$ cat src/logic/rv_serial_pkg.sv
package rv_serial_pkg;

   localparam int XLEN   = 32;
   localparam int REG_AW = 5;
   localparam int CNT_W  = 5;

   typedef logic [XLEN-1:0]   word_t;
   typedef logic [REG_AW-1:0] reg_addr_t;

   // Major opcodes that are executed, all others retire as no-ops
   localparam logic [6:0] OPC_OP     = 7'b0110011;
   localparam logic [6:0] OPC_OP_IMM = 7'b0010011;
   localparam logic [6:0] OPC_LUI    = 7'b0110111;
   localparam logic [6:0] OPC_STORE  = 7'b0100011;

   typedef struct packed {
      logic [6:0] funct7;
      reg_addr_t  rs2;
      reg_addr_t  rs1;
      logic [2:0] funct3;
      reg_addr_t  rd;
      logic [6:0] opcode;
   } r_fmt_t;

   typedef struct packed {
      logic [11:0] imm;
      reg_addr_t   rs1;
      logic [2:0]  funct3;
      reg_addr_t   rd;
      logic [6:0]  opcode;
   } i_fmt_t;

   typedef struct packed {
      logic [6:0] imm_hi;
      reg_addr_t  rs2;
      reg_addr_t  rs1;
      logic [2:0] funct3;
      logic [4:0] imm_lo;
      logic [6:0] opcode;
   } s_fmt_t;

   typedef struct packed {
      logic [19:0] imm;
      reg_addr_t   rd;
      logic [6:0]  opcode;
   } u_fmt_t;

   // Same 32-bit word, read in the layout the opcode selects
   typedef union packed {
      r_fmt_t r;
      i_fmt_t i;
      s_fmt_t s;
      u_fmt_t u;
   } instr_t;

   typedef enum logic [2:0] {
      ALU_ADD,
      ALU_SUB,
      ALU_AND,
      ALU_OR,
      ALU_XOR,
      ALU_PASS_B
   } alu_op_e;

   typedef struct packed {
      alu_op_e   alu_op;
      reg_addr_t rd;
      reg_addr_t rs1;
      reg_addr_t rs2;
      logic      use_imm;
      logic      zero_a;
      logic      writes_rd;
      logic      is_store;
      word_t     imm;
   } exec_ctrl_t;

   typedef struct packed {
      logic      en;
      reg_addr_t rd;
      word_t     data;
   } wb_t;

   typedef struct packed {
      word_t adr;
      word_t dat;
   } store_req_t;

endpackage
$ cat src/logic/rv_serial_top.sv
`timescale 1ns/1ps

module rv_serial_top import rv_serial_pkg::*; #(
   parameter word_t RESET_PC = 32'h0
) (
   input  logic  clk,
   input  logic  i_rst_n,
   output logic  o_ibus_cyc,
   output word_t o_ibus_adr,
   input  word_t i_ibus_rdt,
   input  logic  i_ibus_ack,
   output logic  o_dbus_cyc,
   output word_t o_dbus_adr,
   output word_t o_dbus_dat,
   input  logic  i_dbus_ack
);

   instr_t     instr;
   logic       instr_valid;
   exec_ctrl_t ctrl;
   logic       start;
   reg_addr_t  rs1_addr;
   reg_addr_t  rs2_addr;
   word_t      rs1_data;
   word_t      rs2_data;
   wb_t        wb;
   store_req_t store;
   logic       store_start;
   logic       exec_retire;
   logic       store_retire;
   logic       retire;

   // Only one of the two can retire a given instruction
   assign retire = exec_retire | store_retire;

   fetch_stage #(
      .RESET_PC (RESET_PC)
   ) u_fetch_stage (
      .clk           (clk),
      .i_rst_n       (i_rst_n),
      .i_retire      (retire),
      .o_ibus_cyc    (o_ibus_cyc),
      .o_ibus_adr    (o_ibus_adr),
      .i_ibus_rdt    (i_ibus_rdt),
      .i_ibus_ack    (i_ibus_ack),
      .o_instr       (instr),
      .o_instr_valid (instr_valid)
   );

   decode_stage u_decode_stage (
      .clk           (clk),
      .i_rst_n       (i_rst_n),
      .i_instr       (instr),
      .i_instr_valid (instr_valid),
      .o_ctrl        (ctrl),
      .o_start       (start)
   );

   regfile u_regfile (
      .clk        (clk),
      .i_rs1_addr (rs1_addr),
      .i_rs2_addr (rs2_addr),
      .o_rs1_data (rs1_data),
      .o_rs2_data (rs2_data),
      .i_wb       (wb)
   );

   serial_exec_stage u_serial_exec_stage (
      .clk           (clk),
      .i_rst_n       (i_rst_n),
      .i_ctrl        (ctrl),
      .i_start       (start),
      .o_rs1_addr    (rs1_addr),
      .o_rs2_addr    (rs2_addr),
      .i_rs1_data    (rs1_data),
      .i_rs2_data    (rs2_data),
      .o_wb          (wb),
      .o_store       (store),
      .o_store_start (store_start),
      .o_retire      (exec_retire)
   );

   store_stage u_store_stage (
      .clk           (clk),
      .i_rst_n       (i_rst_n),
      .i_store       (store),
      .i_store_start (store_start),
      .o_dbus_cyc    (o_dbus_cyc),
      .o_dbus_adr    (o_dbus_adr),
      .o_dbus_dat    (o_dbus_dat),
      .i_dbus_ack    (i_dbus_ack),
      .o_retire      (store_retire)
   );

endmodule

$ cat src/logic/store_stage.sv
`timescale 1ns/1ps

module store_stage import rv_serial_pkg::*; (
   input  logic       clk,
   input  logic       i_rst_n,
   input  store_req_t i_store,
   input  logic       i_store_start,
   output logic       o_dbus_cyc,
   output word_t      o_dbus_adr,
   output word_t      o_dbus_dat,
   input  logic       i_dbus_ack,
   output logic       o_retire
);

   store_req_t req;

   assign o_dbus_adr = req.adr;
   assign o_dbus_dat = req.dat;

   // Store ends on the ack cycle
   assign o_retire = o_dbus_cyc & i_dbus_ack;

   always_ff @(posedge clk) begin
      if (!i_rst_n) begin
         o_dbus_cyc <= 1'b0;
      end else if (i_store_start) begin
         o_dbus_cyc <= 1'b1;
      end else if (i_dbus_ack) begin
         o_dbus_cyc <= 1'b0;
      end
   end

   always_ff @(posedge clk) begin
      if (i_store_start) begin
         req <= i_store;
      end
   end

endmodule

$ cat src/logic/serial_exec_stage.sv
`timescale 1ns/1ps

module serial_exec_stage import rv_serial_pkg::*; (
   input  logic       clk,
   input  logic       i_rst_n,
   input  exec_ctrl_t i_ctrl,
   input  logic       i_start,
   output reg_addr_t  o_rs1_addr,
   output reg_addr_t  o_rs2_addr,
   input  word_t      i_rs1_data,
   input  word_t      i_rs2_data,
   output wb_t        o_wb,
   output store_req_t o_store,
   output logic       o_store_start,
   output logic       o_retire
);

   logic             busy;
   logic             done;
   logic [CNT_W-1:0] cnt;
   word_t            op_a;
   word_t            op_b;
   word_t            res;
   word_t            st_data;
   logic             carry;
   logic             is_sub;
   logic             b_bit;
   logic             sum_bit;
   logic             carry_nxt;
   logic             res_bit;

   assign o_rs1_addr = i_ctrl.rs1;
   assign o_rs2_addr = i_ctrl.rs2;

   // One-bit adder, B inverted for subtraction
   always_comb begin
      is_sub    = (i_ctrl.alu_op == ALU_SUB);
      b_bit     = op_b[0] ^ is_sub;
      sum_bit   = op_a[0] ^ b_bit ^ carry;
      carry_nxt = (op_a[0] & b_bit) | (op_a[0] & carry) | (b_bit & carry);
      case (i_ctrl.alu_op)
         ALU_AND:    res_bit = op_a[0] & op_b[0];
         ALU_OR:     res_bit = op_a[0] | op_b[0];
         ALU_XOR:    res_bit = op_a[0] ^ op_b[0];
         ALU_PASS_B: res_bit = op_b[0];
         default:    res_bit = sum_bit;
      endcase
   end

   always_ff @(posedge clk) begin
      if (!i_rst_n) begin
         busy <= 1'b0;
         done <= 1'b0;
         cnt  <= '0;
      end else begin
         done <= 1'b0;
         if (i_start) begin
            busy <= 1'b1;
            cnt  <= '0;
         end else if (busy) begin
            cnt <= cnt + 1'b1;
            if (cnt == '1) begin
               busy <= 1'b0;
               done <= 1'b1;
            end
         end
      end
   end

   always_ff @(posedge clk) begin
      if (i_start) begin
         op_a    <= i_ctrl.zero_a ? '0 : i_rs1_data;
         op_b    <= i_ctrl.use_imm ? i_ctrl.imm : i_rs2_data;
         st_data <= i_rs2_data;
         carry   <= is_sub;
      end else if (busy) begin
         op_a  <= {1'b0, op_a[XLEN-1:1]};
         op_b  <= {1'b0, op_b[XLEN-1:1]};
         res   <= {res_bit, res[XLEN-1:1]};
         carry <= carry_nxt;
      end
   end

   always_comb begin
      o_wb.en       = done & i_ctrl.writes_rd;
      o_wb.rd       = i_ctrl.rd;
      o_wb.data     = res;
      o_store.adr   = res;
      o_store.dat   = st_data;
      o_store_start = done & i_ctrl.is_store;
      o_retire      = done & !i_ctrl.is_store;
   end

endmodule

$ cat src/logic/regfile.sv
`timescale 1ns/1ps

module regfile import rv_serial_pkg::*; (
   input  logic      clk,
   input  reg_addr_t i_rs1_addr,
   input  reg_addr_t i_rs2_addr,
   output word_t     o_rs1_data,
   output word_t     o_rs2_data,
   input  wb_t       i_wb
);

   word_t regs [2**REG_AW];

   always_ff @(posedge clk) begin
      if (i_wb.en) begin
         regs[i_wb.rd] <= i_wb.data;
      end
   end

   // x0 reads back as zero
   always_comb begin
      o_rs1_data = (i_rs1_addr == '0) ? '0 : regs[i_rs1_addr];
      o_rs2_data = (i_rs2_addr == '0) ? '0 : regs[i_rs2_addr];
   end

endmodule

$ cat src/logic/decode_stage.sv
`timescale 1ns/1ps

module decode_stage import rv_serial_pkg::*; (
   input  logic       clk,
   input  logic       i_rst_n,
   input  instr_t     i_instr,
   input  logic       i_instr_valid,
   output exec_ctrl_t o_ctrl,
   output logic       o_start
);

   exec_ctrl_t ctrl_d;
   logic       kept;

   always_comb begin
      kept           = 1'b0;
      ctrl_d         = '0;
      ctrl_d.alu_op  = ALU_ADD;
      ctrl_d.rd      = i_instr.r.rd;
      ctrl_d.rs1     = i_instr.r.rs1;
      ctrl_d.rs2     = i_instr.r.rs2;

      case (i_instr.r.opcode)
         OPC_OP: begin
            kept = (i_instr.r.funct7 == 7'b0000000);
            case (i_instr.r.funct3)
               3'b000: begin
                  ctrl_d.alu_op = i_instr.r.funct7[5] ? ALU_SUB : ALU_ADD;
                  kept = kept || (i_instr.r.funct7 == 7'b0100000);
               end
               3'b100: ctrl_d.alu_op = ALU_XOR;
               3'b110: ctrl_d.alu_op = ALU_OR;
               3'b111: ctrl_d.alu_op = ALU_AND;
               default: kept = 1'b0;
            endcase
         end
         OPC_OP_IMM: begin
            kept           = 1'b1;
            ctrl_d.use_imm = 1'b1;
            ctrl_d.imm     = {{20{i_instr.i.imm[11]}}, i_instr.i.imm};
            case (i_instr.i.funct3)
               3'b000: ctrl_d.alu_op = ALU_ADD;
               3'b100: ctrl_d.alu_op = ALU_XOR;
               3'b110: ctrl_d.alu_op = ALU_OR;
               3'b111: ctrl_d.alu_op = ALU_AND;
               // SLTI and shifts are not executed
               default: kept = 1'b0;
            endcase
         end
         OPC_LUI: begin
            kept           = 1'b1;
            ctrl_d.alu_op  = ALU_PASS_B;
            ctrl_d.use_imm = 1'b1;
            ctrl_d.zero_a  = 1'b1;
            ctrl_d.imm     = {i_instr.u.imm, 12'b0};
         end
         OPC_STORE: begin
            // Word stores only
            kept            = (i_instr.s.funct3 == 3'b010);
            ctrl_d.use_imm  = 1'b1;
            ctrl_d.is_store = kept;
            ctrl_d.imm      = {{20{i_instr.s.imm_hi[6]}}, i_instr.s.imm_hi, i_instr.s.imm_lo};
         end
         default: kept = 1'b0;
      endcase

      // x0 is never written
      ctrl_d.writes_rd = kept && !ctrl_d.is_store && (ctrl_d.rd != '0);
   end

   always_ff @(posedge clk) begin
      if (!i_rst_n) begin
         o_start <= 1'b0;
      end else begin
         o_start <= i_instr_valid;
      end
   end

   always_ff @(posedge clk) begin
      if (i_instr_valid) begin
         o_ctrl <= ctrl_d;
      end
   end

endmodule

$ cat src/logic/fetch_stage.sv
`timescale 1ns/1ps

module fetch_stage import rv_serial_pkg::*; #(
   parameter word_t RESET_PC = 32'h0
) (
   input  logic   clk,
   input  logic   i_rst_n,
   input  logic   i_retire,
   output logic   o_ibus_cyc,
   output word_t  o_ibus_adr,
   input  word_t  i_ibus_rdt,
   input  logic   i_ibus_ack,
   output instr_t o_instr,
   output logic   o_instr_valid
);

   word_t pc;
   logic  started;

   assign o_ibus_adr = pc;

   always_ff @(posedge clk) begin
      if (!i_rst_n) begin
         pc            <= RESET_PC;
         started       <= 1'b0;
         o_ibus_cyc    <= 1'b0;
         o_instr_valid <= 1'b0;
      end else begin
         o_instr_valid <= 1'b0;
         // First fetch right after reset
         if (!started) begin
            started    <= 1'b1;
            o_ibus_cyc <= 1'b1;
         end
         if (o_ibus_cyc && i_ibus_ack) begin
            o_ibus_cyc    <= 1'b0;
            o_instr_valid <= 1'b1;
         end
         if (i_retire) begin
            pc         <= pc + 32'd4;
            o_ibus_cyc <= 1'b1;
         end
      end
   end

   always_ff @(posedge clk) begin
      if (o_ibus_cyc && i_ibus_ack) begin
         o_instr <= i_ibus_rdt;
      end
   end

endmodule

$ cat config.mk
export PLATFORM = sky130hd
export DESIGN_NAME = rv_serial_top
export DESIGN_NICKNAME = d
export VERILOG_FILES = /design/src/logic/rv_serial_pkg.sv /design/src/logic/rv_serial_top.sv /design/src/logic/store_stage.sv /design/src/logic/serial_exec_stage.sv /design/src/logic/regfile.sv /design/src/logic/decode_stage.sv /design/src/logic/fetch_stage.sv
export SDC_FILE = /design/constraint.sdc
export NUM_CORES = 1
export LEC_CHECK = 0
export BUFFER_PORTS_ARGS = -buffer_cell sky130_fd_sc_hd__buf_2
export CORE_UTILIZATION = 26
export CTS_CLUSTER_DIAMETER = 80
export DETAILED_ROUTE_END_ITERATION = 8
export PLACE_DENSITY = 0.43
export SLEW_MARGIN = 20
export SYNTH_ARGS = -nofsm -noshare
export SYNTH_HDL_FRONTEND = slang
export SYNTH_HIERARCHICAL = 1
export SYNTH_SLANG_ARGS = --single-unit
$ cat constraint.sdc
create_clock -name clk -period 3.1 [get_ports clk]
set_input_delay 0 -clock clk [delete_from_list [all_inputs] [get_ports clk]]
set_output_delay 0 -clock clk [all_outputs]
set_load 0.01 [all_outputs]
==> out/qor.yml <==
die:
  fp.dieW_um: 480
  fp.dieH_um: 480
  core_mm2: 0.227
  initial_core_util: 0.261
  ioPinCount: 134
  rows: 175
  die_area_mm2: 0.230
synthesis:
  synth_ff_type: "edfxtp_1"
  synth_seq_cells: 1345
  async_reset_ff_frac: 0
  syn_inst: 3236
  synth.cell_area_mm2: 0.0594
  synth_edf_count: 1303
  synthDistinctLibCells: 74
  ys_warn_count: 6
  avgSynthCellArea_um2: 18.4
  synth_seq_area_share: 0.673
power:
  p_total_mw: 38.7
  clkPwrFrac: 0.455
  vdd_drop_max_v: 0.000568
  internal_power_mw: 30.3
  comb_power_share: 0.030
  pwr-share-seq: 0.514
  power_density_mw_per_mm2: 540
  swShare: 0.215
  total_leakage_power_nw: 23.6
  p_sw_mw: 8.32
timing:
  rsz0062_at_grt: "yes"
  hold_violations: 0
  fmax_ghz: 0.333
  setup_violations: 0
  finalClockSkew_ns: 0.0360
  slew_headroom: 0.298
  period_share: 0.968
  finalMaxSlewViolations: 0
  finalSetupTns_ns: 0
  fin_ws_ns: 0.0979
  post-route-min-period_ns: 3.00
  worstMarginPinSlew_ns: 1.05
drt:
  routed_wirelength_mm: 213
  first_pass_iters: 5
  wire_per_inst_um: 31.6
  viasPerCell: 5.16
  vias: 34804
  drc: 0
  drt_iter0_markers: 3700
  antenna_left: 0
place:
  dpl.hpwl_mm: 129
  place_area_mm2: 0.0658
  place_ws_ns: -0.167
  dp.cells: 6392
  gp_congestion: 0.785
  io_buffer_count: 131
setup_path:
  cp_max_fo: 16
  endpoint_kind: "flip-flop"
  worstSetupStartpointType: "flip-flop"
  cp-startpoint: "u_decode_stage/o_ctrl[36]$_DFFE_PP_"
  crit_path_max_incr_delay_ns: 0.48
  cp_common_cell: "buf_4"
  path_cells: "buf_12 -> buf_4 -> buf_12 -> buf_4 -> mux4_2 -> a22o_1 -> a2111oi_0 -> buf_4 -> nor3_1 -> buf_4 -> mux2i_1 -> a21oi_1"
  critPathTopFamily: "buffers and inverters"
  required_ns: 3.61
  crit_buf_inv: 6
  critical_path_class: "reg2reg"
  slowest_stage: "mux4_2"
  arrival_ns: 3.51
  r2r_start: "u_decode_stage/o_ctrl[36]$_DFFE_PP_"
grt:
  grt.total_usage: 0.183
  grt_pass1_vias: 35094
  grt_antenna_before_repair: 10
  grt_pass1_wl_mm: 292
  grt_max_degree: 125
  grt_overflow: 0
finish:
  nets: 3661
  design_area_mm2: 0.0716
  layout_common_cells: "1303 x edfxtp_1, 425 x mux4_2, 220 x mux2i_1"
  register_area_mm2: 0.0400
  instances_no_fill: 6749
  final_common_cell: "edfxtp_1"
  multiInputGateArea_mm2: 0.0180
  post_route_cells_drive_above_1_share: 0.314
  areaGrowthSynthToFinish_pct: 20.6
  fillCellCount: 22063
hold_path:
  min-delay-start: "i_rst_n"
  hold_class: "in2reg"
clock_network:
  cts.clk_slew.worst_paths_ns: 0.06
  ctsHtreeMaxLevel: 4
  cts_tree: "done"
  clockBufferDepth: 3
  cts.sinks: 1345
  clk_latency_ns: 0.80
  numCtsBuffers: 151
  clock-root-buffer: "clkbuf_16"
run_status:
  outcome: "complete, no violations"
flow_run:
  drv_cap: 0
[area by class of cell]
cell class	instances	area share
diodes	3	0.000105
clock buffers	187	0.0557
clock inverters	84	0.0111
inverters	66	0.00353
multi-input cells	1542	0.251
flip-flops and latches	1345	0.558
well taps	3009	0.0526
repair buffers	513	0.0674
[cell families (layout without fill, tap and decap cells)]
group / Yosys count / count (layout) / synth area share
muxes: 669 / 669 / 0.203
AOI/OAI and AO/OA: 467 / 467 / 0.0565
other: 1 / 5 / 0.0000631
adders and majority gates: 6 / 6 / 0.00139
and+or+nand+nor: 383 / 383 / 0.0329
DFF: 1345 / 1345 / 0.673
xor gates and xnor gates: 15 / 15 / 0.00221
buffers and inverters: 350 / 850 / 0.0312
[worst register-to-register path: stages (launching register included)]
cell and delay (ns):
edfxtp_1 0.38, buf_12 0.14, buf_4 0.15, buf_12 0.19
buf_4 0.16, mux4_2 0.48, a22o_1 0.21, a2111oi_0 0.38
buf_4 0.18, nor3_1 0.05, buf_4 0.20, mux2i_1 0.13
a21oi_1 0.08
[registers in the layout (all words and copies together), names as in the netlist, 5 cells and up]
name                         count
u_decode_stage/o_ctrl           54
u_store_stage/o_dbus_dat        32
u_regfile/regs                1024
u_store_stage/o_dbus_adr        32
u_serial_exec_stage/cnt          5
u_serial_exec_stage/res         32
u_serial_exec_stage/op_b        32
u_serial_exec_stage/op_a        32
u_fetch_stage/o_instr           32
u_serial_exec_stage/st_data     32
u_fetch_stage/o_ibus_adr        30
[what timing repair did]
action                                  CTS  global route
hold buffers                             70             0
setup buffers                             1             6
gates cloned                              0             0
gates resized for setup                  11            28
hold endpoints to repair                 47             0
endpoints found under the setup margin   19            19
[cell usage after synthesis (26+ instances only)]
cell | number | share of area
buf_2 | 67 | 0.0056
and2_1 | 26 | 0.0027
a211oi_1 | 48 | 0.0061
edfxtp_1 | 1303 | 0.66
buf_4 | 76 | 0.0096
clkbuf_1 | 111 | 0.0070
nand2_1 | 110 | 0.0070
o22ai_1 | 55 | 0.0058
a22o_1 | 62 | 0.0091
mux4_2 | 425 | 0.16
inv_1 | 66 | 0.0042
o21ai_1 | 30 | 0.0025
a2111oi_0 | 31 | 0.0046
nor3_1 | 34 | 0.0029
dfxtp_1 | 42 | 0.014
a21oi_1 | 97 | 0.0082
mux2i_1 | 220 | 0.037
o221ai_1 | 31 | 0.0046
nor2_1 | 92 | 0.0058
[worst paths after layout]
path,to,slack (ns),cells past startpoint
worst min-delay path,u_store_stage/o_dbus_cyc$_SDFFE_PN0P_,0.08,3
worst max register to register,u_serial_exec_stage/op_b[5]$_DFFE_PP_,0.1,12
worst min register to register,u_store_stage/o_dbus_dat[21]$_DFFE_PP_,0.42,0
worst max-delay path,u_serial_exec_stage/op_b[5]$_DFFE_PP_,0.1,12
[routing by layer]
layer	vias up	track usage	share of wire
met2	1343	0.293	0.47
met4	0	0.0572	0.032
met3	291	0.0296	0.060
met1	18916	0.254	0.44
li1	14254	-	-
met5	-	0	0
[metrics by stage]
stage	util	hold slack [ns]
6_report	0.315	0.0752
5_1_grt	0.315	0.0531
4_1_cts	0.314	0.0134
3_5_place_dp	0.290	0.178
3_3_place_gp	0.290	0.178
2_1_floorplan	-	0.0277
[power groups by stage]
| stage | Sequential [mW] | Combinational (mW) | Clock [mW] |
|---|---|---|---|
| floorplan | 20.2 | 0.639 | 0 |
| global placement | 20.3 | 1.09 | 0 |
| CTS | 19.9 | 1.17 | 18.0 |
| detailed placement | 20.3 | 1.09 | 0 |
| finish | 19.9 | 1.18 | 17.6 |
| global route | 19.9 | 1.24 | 18.7 |
No activity file was read; power rests on OpenSTA's default activity.
